`src/rtl/bypass_pkg.sv`:
```
package bypass_pkg;

	// Register numbers select one of 32 architectural registers
	localparam int reg_w = 5;

	// Default register value width, the top level passes its own copy down
	localparam int data_w = 32;

	// The index wrap in the reorder buffer relies on this being a power of two
	localparam int rob_depth = 8;

	typedef logic [2:0] rob_idx_t;

	// One in-order result in one pipeline stage
	typedef struct packed {
		logic              valid;
		logic [reg_w-1:0]  rd;
		logic [data_w-1:0] value;
	} stage_result_t;

	typedef struct packed {
		logic              valid;
		logic              ready;
		logic [reg_w-1:0]  rd;
		logic [data_w-1:0] value;
	} rob_entry_t;

	typedef enum logic [2:0] {
		src_ex,
		src_tl,
		src_c,
		src_wb,
		src_rob,
		src_rf
	} operand_source_e;

	typedef struct packed {
		operand_source_e source;
		rob_idx_t        rob_index;
		logic            pending;
	} operand_select_t;

	typedef struct packed {
		logic [data_w-1:0] value;
		logic              pending;
	} operand_result_t;

endpackage
```
`src/rtl/operand_fetch_top.sv`:
```
`timescale 1ns/1ps

module operand_fetch_top #(
	parameter int data_width = bypass_pkg::data_w
) (
	input logic clk,
	input logic reset,

	input logic decode_valid,
	input logic [bypass_pkg::reg_w-1:0] rs,
	input logic [bypass_pkg::reg_w-1:0] rt,

	input bypass_pkg::stage_result_t ex_result,

	input logic rob_alloc,
	input logic [bypass_pkg::reg_w-1:0] alloc_rd,
	input logic rob_complete,
	input bypass_pkg::rob_idx_t complete_index,
	input logic [data_width-1:0] complete_value,

	output logic operand_valid,
	output bypass_pkg::operand_result_t rs_operand,
	output bypass_pkg::operand_result_t rt_operand,
	output bypass_pkg::rob_idx_t alloc_index
);
	import bypass_pkg::*;

	stage_result_t ex_stage;
	stage_result_t tl_stage;
	stage_result_t c_stage;
	stage_result_t wb_stage;

	rob_entry_t [rob_depth-1:0] rob_entries;
	rob_idx_t rob_tail;
	logic commit_valid;
	logic [reg_w-1:0] commit_rd;
	logic [data_width-1:0] commit_value;
	logic [rob_depth-1:0][data_width-1:0] rob_values;

	logic [data_width-1:0] rf_rs_value;
	logic [data_width-1:0] rf_rt_value;

	operand_select_t rs_select;
	operand_select_t rt_select;

	stage_result_pipe #(.data_width(data_width)) stage_result_pipe_inst (
		.clk(clk),
		.reset(reset),
		.ex_result(ex_result),
		.ex_stage(ex_stage),
		.tl_stage(tl_stage),
		.c_stage(c_stage),
		.wb_stage(wb_stage)
	);

	reorder_buffer #(.data_width(data_width)) reorder_buffer_inst (
		.clk(clk),
		.reset(reset),
		.alloc(rob_alloc),
		.alloc_rd(alloc_rd),
		.complete(rob_complete),
		.complete_index(complete_index),
		.complete_value(complete_value),
		.entries(rob_entries),
		.tail(rob_tail),
		.alloc_index(alloc_index),
		.commit_valid(commit_valid),
		.commit_rd(commit_rd),
		.commit_value(commit_value)
	);

	// WB results take port 0, buffer commits take port 1
	register_file #(.data_width(data_width)) register_file_inst (
		.clk(clk),
		.reset(reset),
		.write0_valid(wb_stage.valid),
		.write0_rd(wb_stage.rd),
		.write0_value(wb_stage.value),
		.write1_valid(commit_valid),
		.write1_rd(commit_rd),
		.write1_value(commit_value),
		.read_a(rs),
		.read_b(rt),
		.data_a(rf_rs_value),
		.data_b(rf_rt_value)
	);

	bypass_control bypass_control_inst (
		.rs(rs),
		.rt(rt),
		.ex_stage(ex_stage),
		.tl_stage(tl_stage),
		.c_stage(c_stage),
		.wb_stage(wb_stage),
		.rob_entries(rob_entries),
		.rob_tail(rob_tail),
		.rs_select(rs_select),
		.rt_select(rt_select)
	);

	always_comb begin
		for (int i = 0; i < rob_depth; i++) begin
			rob_values[i] = rob_entries[i].value;
		end
	end

	operand_mux #(.data_width(data_width)) rs_mux_inst (
		.clk(clk),
		.reset(reset),
		.capture(decode_valid),
		.select(rs_select),
		.ex_value(ex_stage.value),
		.tl_value(tl_stage.value),
		.c_value(c_stage.value),
		.wb_value(wb_stage.value),
		.rob_values(rob_values),
		.rf_value(rf_rs_value),
		.operand(rs_operand)
	);

	operand_mux #(.data_width(data_width)) rt_mux_inst (
		.clk(clk),
		.reset(reset),
		.capture(decode_valid),
		.select(rt_select),
		.ex_value(ex_stage.value),
		.tl_value(tl_stage.value),
		.c_value(c_stage.value),
		.wb_value(wb_stage.value),
		.rob_values(rob_values),
		.rf_value(rf_rt_value),
		.operand(rt_operand)
	);

	// Operands land one cycle after the decode strobe
	always_ff @(posedge clk) begin
		if (reset) begin
			operand_valid <= 1'b0;
		end else begin
			operand_valid <= decode_valid;
		end
	end

endmodule

```
`src/rtl/operand_mux.sv`:
```
`timescale 1ns/1ps

module operand_mux #(
	parameter int data_width = bypass_pkg::data_w
) (
	input logic clk,
	input logic reset,
	input logic capture,

	input bypass_pkg::operand_select_t select,

	input logic [data_width-1:0] ex_value,
	input logic [data_width-1:0] tl_value,
	input logic [data_width-1:0] c_value,
	input logic [data_width-1:0] wb_value,
	input logic [bypass_pkg::rob_depth-1:0][data_width-1:0] rob_values,
	input logic [data_width-1:0] rf_value,

	output bypass_pkg::operand_result_t operand
);
	import bypass_pkg::*;

	logic [data_width-1:0] value;

	always_comb begin
		case (select.source)
			src_ex: value = ex_value;
			src_tl: value = tl_value;
			src_c: value = c_value;
			src_wb: value = wb_value;
			src_rob: value = rob_values[select.rob_index];
			default: value = rf_value;
		endcase
	end

	always_ff @(posedge clk) begin
		if (reset) begin
			operand <= '0;
		end else if (capture) begin
			operand.value <= value;
			operand.pending <= select.pending;
		end
	end

endmodule

```
`src/rtl/register_file.sv`:
```
`timescale 1ns/1ps

module register_file #(
	parameter int data_width = bypass_pkg::data_w
) (
	input logic clk,
	input logic reset,

	input logic write0_valid,
	input logic [bypass_pkg::reg_w-1:0] write0_rd,
	input logic [data_width-1:0] write0_value,

	input logic write1_valid,
	input logic [bypass_pkg::reg_w-1:0] write1_rd,
	input logic [data_width-1:0] write1_value,

	input logic [bypass_pkg::reg_w-1:0] read_a,
	input logic [bypass_pkg::reg_w-1:0] read_b,

	output logic [data_width-1:0] data_a,
	output logic [data_width-1:0] data_b
);
	import bypass_pkg::*;

	localparam int n_regs = 2 ** reg_w;

	logic [data_width-1:0] regs [n_regs];

	always_ff @(posedge clk) begin
		if (reset) begin
			for (int i = 0; i < n_regs; i++) begin
				regs[i] <= '0;
			end
		end else begin
			// Port 0 is applied last so it wins when both ports hit one register
			if (write1_valid) begin
				regs[write1_rd] <= write1_value;
			end
			if (write0_valid) begin
				regs[write0_rd] <= write0_value;
			end
		end
	end

	// No write-through here, the WB forward already covers a same-cycle write
	assign data_a = (read_a == '0) ? '0 : regs[read_a];
	assign data_b = (read_b == '0) ? '0 : regs[read_b];

endmodule

```
`src/rtl/reorder_buffer.sv`:
```
`timescale 1ns/1ps

module reorder_buffer #(
	parameter int data_width = bypass_pkg::data_w
) (
	input logic clk,
	input logic reset,

	input logic alloc,
	input logic [bypass_pkg::reg_w-1:0] alloc_rd,

	input logic complete,
	input bypass_pkg::rob_idx_t complete_index,
	input logic [data_width-1:0] complete_value,

	output bypass_pkg::rob_entry_t [bypass_pkg::rob_depth-1:0] entries,
	output bypass_pkg::rob_idx_t tail,
	output bypass_pkg::rob_idx_t alloc_index,

	output logic commit_valid,
	output logic [bypass_pkg::reg_w-1:0] commit_rd,
	output logic [data_width-1:0] commit_value
);
	import bypass_pkg::*;

	logic [rob_depth-1:0] valid_q;
	logic [rob_depth-1:0] ready_q;
	logic [reg_w-1:0] rd_q [rob_depth];
	logic [data_width-1:0] value_q [rob_depth];
	rob_idx_t head;

	// The head retires as soon as its result is in
	assign commit_valid = valid_q[head] && ready_q[head];
	assign commit_rd = rd_q[head];
	assign commit_value = value_q[head];

	assign alloc_index = tail;

	always_ff @(posedge clk) begin
		if (reset) begin
			valid_q <= '0;
			ready_q <= '0;
			head <= '0;
			tail <= '0;
		end else begin
			if (commit_valid) begin
				valid_q[head] <= 1'b0;
				ready_q[head] <= 1'b0;
				head <= head + 1'b1;
			end
			if (complete) begin
				ready_q[complete_index] <= 1'b1;
			end
			// The issuer never allocates into a full buffer, so the tail never meets a live head
			if (alloc) begin
				valid_q[tail] <= 1'b1;
				ready_q[tail] <= 1'b0;
				tail <= tail + 1'b1;
			end
		end
	end

	always_ff @(posedge clk) begin
		if (alloc) begin
			rd_q[tail] <= alloc_rd;
		end
		if (complete) begin
			value_q[complete_index] <= complete_value;
		end
	end

	always_comb begin
		for (int i = 0; i < rob_depth; i++) begin
			entries[i] = '{
				valid: valid_q[i],
				ready: ready_q[i],
				rd: rd_q[i],
				value: value_q[i]
			};
		end
	end

endmodule

```
`src/rtl/stage_result_pipe.sv`:
```
`timescale 1ns/1ps

module stage_result_pipe #(
	parameter int data_width = bypass_pkg::data_w
) (
	input logic clk,
	input logic reset,

	input bypass_pkg::stage_result_t ex_result,

	output bypass_pkg::stage_result_t ex_stage,
	output bypass_pkg::stage_result_t tl_stage,
	output bypass_pkg::stage_result_t c_stage,
	output bypass_pkg::stage_result_t wb_stage
);
	import bypass_pkg::*;

	localparam int n_stages = 4;

	// Index 0 is EX and index 3 is WB
	logic [n_stages-1:0] valid_q;
	logic [reg_w-1:0] rd_q [n_stages];
	logic [data_width-1:0] value_q [n_stages];

	always_ff @(posedge clk) begin
		if (reset) begin
			valid_q <= '0;
		end else begin
			valid_q <= {valid_q[n_stages-2:0], ex_result.valid};
		end
	end

	always_ff @(posedge clk) begin
		rd_q[0] <= ex_result.rd;
		value_q[0] <= ex_result.value;
		for (int i = 1; i < n_stages; i++) begin
			rd_q[i] <= rd_q[i-1];
			value_q[i] <= value_q[i-1];
		end
	end

	assign ex_stage = '{valid: valid_q[0], rd: rd_q[0], value: value_q[0]};
	assign tl_stage = '{valid: valid_q[1], rd: rd_q[1], value: value_q[1]};
	assign c_stage = '{valid: valid_q[2], rd: rd_q[2], value: value_q[2]};
	assign wb_stage = '{valid: valid_q[3], rd: rd_q[3], value: value_q[3]};

endmodule

```
`src/rtl/bypass_control.sv`:
```
`timescale 1ns/1ps

module bypass_control (
	input logic [bypass_pkg::reg_w-1:0] rs,
	input logic [bypass_pkg::reg_w-1:0] rt,

	input bypass_pkg::stage_result_t ex_stage,
	input bypass_pkg::stage_result_t tl_stage,
	input bypass_pkg::stage_result_t c_stage,
	input bypass_pkg::stage_result_t wb_stage,

	input bypass_pkg::rob_entry_t [bypass_pkg::rob_depth-1:0] rob_entries,
	input bypass_pkg::rob_idx_t rob_tail,

	output bypass_pkg::operand_select_t rs_select,
	output bypass_pkg::operand_select_t rt_select
);
	import bypass_pkg::*;

	function automatic logic stage_hit(
		input stage_result_t stage,
		input logic [reg_w-1:0] r
	);
		return stage.valid && (stage.rd == r);
	endfunction

	// Youngest producer wins: the in-order stages first, then the reorder buffer
	// from the newest entry backwards, then the register file
	function automatic operand_select_t find_producer(input logic [reg_w-1:0] r);
		operand_select_t sel;
		rob_idx_t idx;
		logic rob_hit;

		sel.source = src_rf;
		sel.rob_index = '0;
		sel.pending = 1'b0;
		rob_hit = 1'b0;

		if (r == '0) begin
			sel.source = src_rf;
		end else if (stage_hit(ex_stage, r)) begin
			sel.source = src_ex;
		end else if (stage_hit(tl_stage, r)) begin
			sel.source = src_tl;
		end else if (stage_hit(c_stage, r)) begin
			sel.source = src_c;
		end else if (stage_hit(wb_stage, r)) begin
			sel.source = src_wb;
		end else begin
			// Walk from tail-1 down to tail-8, wrapping through index 0
			for (int k = 1; k <= rob_depth; k++) begin
				idx = rob_tail - rob_idx_t'(k);
				if (!rob_hit && rob_entries[idx].valid && rob_entries[idx].rd == r) begin
					rob_hit = 1'b1;
					sel.source = src_rob;
					sel.rob_index = idx;
					sel.pending = !rob_entries[idx].ready;
				end
			end
		end

		return sel;
	endfunction

	// Each operand runs its own search on its own register number
	always_comb begin
		rs_select = find_producer(rs);
		rt_select = find_producer(rt);
	end

endmodule

```
`config.mk`:
```
export PLATFORM = sky130hd
export DESIGN_NAME = operand_fetch_top
export DESIGN_NICKNAME = d
export VERILOG_FILES = /design/src/rtl/bypass_pkg.sv /design/src/rtl/operand_fetch_top.sv /design/src/rtl/operand_mux.sv /design/src/rtl/register_file.sv /design/src/rtl/reorder_buffer.sv /design/src/rtl/stage_result_pipe.sv /design/src/rtl/bypass_control.sv
export SDC_FILE = /design/constraint.sdc
export NUM_CORES = 2
export LEC_CHECK = 0
export BUFFER_PORTS_ARGS = -buffer_cell sky130_fd_sc_hd__buf_4
export CAP_MARGIN = 10
export CORE_MARGIN = 4
export CORE_UTILIZATION = 55
export DETAILED_ROUTE_END_ITERATION = 10
export PLACE_DENSITY = 0.81
export SLEW_MARGIN = 20
export SYNTH_ARGS = -nofsm -noshare
export SYNTH_HDL_FRONTEND = slang
export SYNTH_HIERARCHICAL = 1
export SYNTH_SLANG_ARGS = --single-unit
```
`constraint.sdc`:
```
create_clock -name clk -period 5.66 [get_ports clk]
set_input_delay 1.132 -clock clk [delete_from_list [all_inputs] [get_ports clk]]
set_output_delay 1.132 -clock clk [all_outputs]
set_load 0.005 [all_outputs]
```
* Yosys cells after proc, flatten, opt, wreduce, memory -nomap -nowiden *
Memory sizes are Yosys's and may differ from the RTL's. A register that Yosys moved wholly into a read port is not among the register bits.
Index checks and enable logic that the tools add are counted.

storage, ports and cells
  memories kept = 5
  output and inout bits = 70
  input port bits = 93
  register bits after elaboration = 93
  RAM bits = 1,468
  logic and storage cells = 332

operators by class
  reductions and logical operators = 70
  muxes and demuxes = 184
  add/subtract/negate cells = 9
  bitwise operators = 7
  magnitude comparators = 15
  equal/unequal tests = 32

memories
  name                            words  bits a word  rd ports  clocked after memory_dff  write ports  line                     source
  register_file_inst.regs         32     32           2         0                         32           register_file.sv:27      logic [data_width-1:0] regs [n_regs];
  reorder_buffer_inst.value_q     8      32           9         1                         1            reorder_buffer.sv:29     logic [data_width-1:0] value_q [rob_depth];
  stage_result_pipe_inst.value_q  4      32           4         0                         4            stage_result_pipe.sv:23  logic [data_width-1:0] value_q [n_stages];
  reorder_buffer_inst.rd_q        8      5            9         1                         1            reorder_buffer.sv:28     logic [reg_w-1:0] rd_q [rob_depth];
  stage_result_pipe_inst.rd_q     4      5            4         0                         4            stage_result_pipe.sv:22  logic [reg_w-1:0] rd_q [n_stages];

operators with widths
  cell                                                               count
  binary-select mux 39 bit (select 3 bit)                            8
  case mux 32 bit (5 select lines)                                   2
  2-to-1 mux 39 bit                                                  8
  binary-select mux 32 bit (select 3 bit)                            2
  2-to-1 mux 32 bit                                                  6
  equality test 5 bit                                                24
  2-to-1 mux 1 bit                                                   103
  2-to-1 mux 5 bit                                                   18
  2-to-1 mux 8 bit                                                   8
  OR reduction 32 bit                                                2
  < comparator 3 x 4 -> 1 bit, second input constant                 12
  logical AND 1 bit                                                  42
  2-to-1 mux 3 bit                                                   14
  2-to-1 mux 4 bit                                                   10
  AND 8 bit                                                          3
  logical NOT 1 bit                                                  22
  NOT 8 bit                                                          2
  bitwise OR 8 bit                                                   2
  equality test 3 x 2 -> 1 bit, second input constant                4
  subtractor 3 bit, second input constant                            4
  logical NOT 5 bit                                                  2
  demux 1 bit (select 3 bit)                                         3
  greater-or-equal comparator 3 x 1 -> 1 bit, second input constant  3
  adder 3 x 1 -> 3 bit, second input constant                        2
  6 further kinds                                                    11

* Logic depth before layout (Yosys ltp) *
  word-level depth = 77
  mapped depth = 26
  mapped depth without buffers = 15

* Cells and area by module *
Netlist, hierarchy kept.

modules (own cells, without submodules)
  module             times used  seq. area each (µm²)  area each (µm²)  cells each
  register_file      1           30,749.5              59,714.8         3,930
  reorder_buffer     1           9,389.0               12,431.9         592
  operand_mux        2           660.6                 5,320.1          626
  bypass_control     1           0.0                   5,542.8          638
  stage_result_pipe  1           3,042.9               3,067.9          156
  operand_fetch_top  1           20.0                  33.8             2

* Worst setup path before layout *
No wires, ideal clock.

  path kind = reg2reg
  start = register reorder_buffer_inst.tail[1] (netlist: reorder_buffer_inst/alloc_index[1])
  end = register rt_mux_inst/operand[10] (netlist name)
  library setup time = 0.058 ns
  clock period less this slack = 5.856 ns
  arrival time = 5.798 ns
  data required time = 5.602 ns
  slack = -0.196 ns
  stages on the path, launching flop included = 25
  buffers on the path = 11
  cells stage by stage = dfxtp_1 buf_4 buf_6 buf_12 buf_12 buf_6 buf_6 clkinv_1 ha_1 buf_2 buf_2 buf_2 mux4_2 nor3b_1 a2111oi_2 a41oi_2 nand4_4 nor4_4 a21oi_1 a21oi_1 buf_2 buf_2 mux4_2 a211oi_1 o21a_1

RTL lines
  item                      line                  source
  start: declaration        reorder_buffer.sv:17  output bypass_pkg::rob_idx_t tail,
  start signal: assignment  reorder_buffer.sv:58  tail <= tail + 1'b1;
  end: declaration          operand_mux.sv:19     output bypass_pkg::operand_result_t operand

==> results.sh <==
export IMPL_ys_flop_type="sky130_fd_sc_hd__edfxtp_1"
export IMPL_post_synth_inst_count=6570
export IMPL_design_die_area_um2=172800
export IMPL_floorplan_initialDensity_pct=55.35
export IMPL_total_grt_overflow=0
export IMPL_worst_hold_slack_across_all_endpoints_ps=339.1
export IMPL_setup_worst_path_end_class="flop"
export IMPL_drt_iter0_drc=12120
export IMPL_async_flop_share_pct=0
export IMPL_number_of_ports_placed_on_the_die_boundary=163
export IMPL_clock_slew_at_the_register_clock_pins_of_the_worst_setup_and_hold_paths_ps=70
export IMPL_placement_rows=149
export IMPL_grt_first_pass_wirelength_mm=442.5
export IMPL_wirelength_mm=303.9
export IMPL_rsz_0062_raised_after_global_routing="no"
export IMPL_syn_nets=6667
export IMPL_worst_path_max_fanout=34
export IMPL_post_layout_instance_count_excluding_filler_cells=8734
export IMPL_setup_violations=0
export IMPL_routabilityCongestion=0.9956
export IMPL_worstHoldPathType="flop to flop"
export IMPL_crit_path_start_kind="flop"
export IMPL_design_final_nets=6498
export IMPL_power_ir_vdd_worst_mv=0.3678
export IMPL_worstMarginPinSlew_ps=1245
export IMPL_clock_tree_htree_level_count=4
export IMPL_numCtsBuffers=159
export IMPL_crit_path_start="reorder_buffer_inst/alloc_index[0]"
export IMPL_clk_latency_ps=850
export IMPL_synth_warning_count=6
export IMPL_routed_via_density=7.810
export IMPL_outcome="finished, final reports clean"
export IMPL_remaining_drc_errors=0
export IMPL_grt_pass1_vias=65830
export IMPL_chipWidth_um=415.7
export IMPL_detailedRoute_firstPassIterationCount=7
export IMPL_relSlewSlack_pct=16.46
export IMPL_min_from="stage_result_pipe_inst/value_q[1][20]"
export IMPL_total_power_mw=28.32
export IMPL_drt_wirelength_per_cell_um=34.80
export IMPL_period_share_pct=96.86
export IMPL_max_clock_freq_mhz=182.4
export IMPL_reg2reg_from="reorder_buffer_inst/alloc_index[0]"
export IMPL_synth_top_cells_by_area="sky130_fd_sc_hd__edfxtp_1, sky130_fd_sc_hd__mux4_2, sky130_fd_sc_hd__a22o_1, sky130_fd_sc_hd__dfxtp_1, sky130_fd_sc_hd__mux2i_1"
export IMPL_core_area_um2=165200
export IMPL_die_height_um=415.7
export IMPL_cts_root_buf="sky130_fd_sc_hd__clkbuf_16"
export IMPL_synth_area_leader_cell="sky130_fd_sc_hd__edfxtp_1"
export IMPL_powerDensity_nw_per_um2=283.7
export IMPL_hold_viol_final=0
export IMPL_dp_hpwl_mm=197.6
export IMPL_power_leakage_nw=34.08
export IMPL_critPathKind="flop to flop"
export IMPL_nFillCells=12090
export IMPL_yosys_register_bits=1564
export IMPL_final_period_minus_worst_setup_slack_ps=5482
export IMPL_cts_tree="yes"
export IMPL_worst_clock_skew_ps=46.06
export IMPL_detail_route_antenna_nets=0
export IMPL_synth_edf_count=1320
export IMPL_ys_types=103
export IMPL_cts_hold_repair_buffers=0
export IMPL_clk_sinks=1564
export IMPL_synth_area_per_cell_um2=13.92
export IMPL_timing_max_transition_violations_final=0
export IMPL_yosys_area_top_type_share_pct=43.35
export IMPL_global_route_usage_total_pct=34.14
export IMPL_detailroute_via_count=68210
export IMPL_placed_cells=8426
export IMPL_numPortBuffers=162
export IMPL_drv_cap=0
export IMPL_initial_antenna_violation_count=14
export IMPL_cts_buffer_depth=3
export IMPL_maximum_number_of_pins_on_one_net_before_global_route_repair=123
export IMPL_timing_critical_path_required_ps=6420
export IMPL_worstPathArrival_ps=6240
export IMPL_layout_drive_gt1_share_pct=25.32
export IMPL_seq_area_frac_synth_pct=48.70
export IMPL_synth_area_um2=91430
export IMPL_area_delta_synth_final_pct=9.165
worst paths after layout:
path,to,depth (start not counted),slack (ps)
max,rt_mux_inst/operand[6],18,180
min,stage_result_pipe_inst/value_q[2][20],0,340
max reg2reg,rt_mux_inst/operand[6],18,180
min reg2reg,stage_result_pipe_inst/value_q[2][20],0,340
cells in the mapped netlist (all sizes together) (7+ instances only):
| master | n |
|---|---|
| xnor2 | 79 |
| a22o | 1027 |
| or3b | 7 |
| and2 | 13 |
| a311oi | 69 |
| nor3b | 12 |
| clkinv | 8 |
| nand3b | 66 |
| a211oi | 186 |
| a21oi | 42 |
| buf | 407 |
| mux2i | 434 |
| a22oi | 71 |
| inv | 27 |
| edfxtp | 1320 |
| a211o | 19 |
| o2111ai | 21 |
| xor2 | 45 |
| dfxtp | 244 |
| a221oi | 107 |
| mux2 | 112 |
| nand2 | 107 |
| nand2b | 28 |
| or3 | 28 |
| mux4 | 653 |
| nand3 | 31 |
| nor2b | 208 |
| or2 | 10 |
| and3 | 12 |
| nor2 | 244 |
| nand4 | 13 |
| nor4 | 23 |
| clkbuf | 429 |
| nor3 | 55 |
| o21a | 122 |
| o21ai | 202 |
| o31ai | 9 |
| a2111oi | 7 |
flip-flops by register name, summed over array words and instances (netlist names), named ones only:
| register | count |
|---|---|
| operand_valid | 1 |
| rt_mux_inst/operand | 33 |
| reorder_buffer_inst/valid_q | 8 |
| rs_mux_inst/operand | 33 |
| reorder_buffer_inst/ready_q | 8 |
| stage_result_pipe_inst/rd_q | 20 |
| reorder_buffer_inst/rd_q | 40 |
| reorder_buffer_inst/head | 3 |
| register_file_inst/regs | 1024 |
| stage_result_pipe_inst/value_q | 128 |
| reorder_buffer_inst/alloc_index | 3 |
| reorder_buffer_inst/value_q | 256 |
| stage_result_pipe_inst/valid_q | 4 |
stage by stage:
step	utilization (%)	instance area [um2]	setup TNS [ps]	worst slack, ps
2_1_floorplan	-	91450	0	41.01
3_3_place_gp	57.13	94370	-252.2	-112.2
3_5_place_dp	57.14	94380	-518.9	-111.1
4_1_cts	60.37	99720	0	7.973
5_1_grt	60.42	99790	0	12.50
6_report	60.43	99810	0	177.7
cells in the final DEF, fill, tap and decap left out, types with 37 or more instances in the layout:
master | synthesis | layout
sky130_fd_sc_hd__o21a_1 | 122 | 122
sky130_fd_sc_hd__nand2_1 | 107 | 107
sky130_fd_sc_hd__a311oi_1 | 69 | 67
sky130_fd_sc_hd__buf_4 | 70 | 463
sky130_fd_sc_hd__mux2i_1 | 434 | 434
sky130_fd_sc_hd__o21ai_1 | 68 | 66
sky130_fd_sc_hd__a211oi_1 | 186 | 182
sky130_fd_sc_hd__xnor2_1 | 78 | 77
sky130_fd_sc_hd__a22oi_1 | 70 | 70
sky130_fd_sc_hd__a22o_1 | 1027 | 1027
sky130_fd_sc_hd__xor2_1 | 45 | 45
sky130_fd_sc_hd__dfxtp_1 | 244 | 236
sky130_fd_sc_hd__mux2_2 | 112 | 112
sky130_fd_sc_hd__clkbuf_16 | 0 | 161
sky130_fd_sc_hd__nor2b_1 | 207 | 203
sky130_fd_sc_hd__a221oi_1 | 106 | 106
sky130_fd_sc_hd__clkbuf_1 | 426 | 41
sky130_fd_sc_hd__a21oi_1 | 40 | 38
sky130_fd_sc_hd__buf_12 | 4 | 37
sky130_fd_sc_hd__nor2_1 | 212 | 205
sky130_fd_sc_hd__o21ai_0 | 134 | 132
sky130_fd_sc_hd__mux4_2 | 651 | 651
sky130_fd_sc_hd__nand3b_1 | 62 | 62
sky130_fd_sc_hd__edfxtp_1 | 1320 | 1320
cell families after synthesis:
kind of cell             Yosys count  share of synthesized area [%]
XOR/XNOR                         124                          1.196
adder cells (fa/ha/maj)            4                        0.05474
flip-flops                      1564                          48.70
multiplexers                    1199                          22.22
AND/OR/NAND/NOR                  877                          5.813
AO/OA/AOI/OAI                   1931                          17.04
buffers and inverters            871                          4.974
what timing repair did:
item                                    CTS  global route
buffers inserted                          0             3
pin swaps                                 1             1
resized for setup                         1             7
endpoints found under the setup margin    8            33
final cells by class:
class                      instances  area (um2)  share of cell area [%]
multi-input combinational       4135       42740                   42.83
tap                             2189        2739                   2.744
clock buffer                     210        4293                   4.301
inverter                          35       132.6                  0.1329
antenna                            9       22.52                 0.02256
timing repair buffer             506        4299                   4.307
clock inverter                    86        1040                   1.042
sequential                      1564       44540                   44.62
per-layer routing:
metal / track usage, % / wire length [um] / vias up
met1: 44.19 / 102000 / 33660
met2: 51.22 / 134300 / 6574
met5: 0.4446 / 182 / -
met3: 12.40 / 49840 / 1249
li1: - / - / 26720
met4: 16.54 / 17630 / 14
critical path, cell delays in order (launching register included):
cell and delay [ps]:
sky130_fd_sc_hd__dfxtp_4 430, sky130_fd_sc_hd__clkinv_1 120, sky130_fd_sc_hd__ha_2 380, sky130_fd_sc_hd__buf_12 220, sky130_fd_sc_hd__mux4_2 460, sky130_fd_sc_hd__xor2_1 180, sky130_fd_sc_hd__a221o_1 360, sky130_fd_sc_hd__or4_1 640
sky130_fd_sc_hd__nand4_4 220, sky130_fd_sc_hd__nor3b_2 90, sky130_fd_sc_hd__a211oi_1 370, sky130_fd_sc_hd__o2bb2ai_4 170, sky130_fd_sc_hd__buf_12 160, sky130_fd_sc_hd__buf_12 160, sky130_fd_sc_hd__buf_12 200, sky130_fd_sc_hd__mux2i_1 100
sky130_fd_sc_hd__mux4_2 470, sky130_fd_sc_hd__a211oi_1 460, sky130_fd_sc_hd__o21a_1 180
where the power goes:
part	switching, mW	internal (mW)
Clock	4.71	6.14
Sequential	0.403	12.9
Combinational	2.49	1.67
No activity file was read; power rests on OpenSTA's default activity.
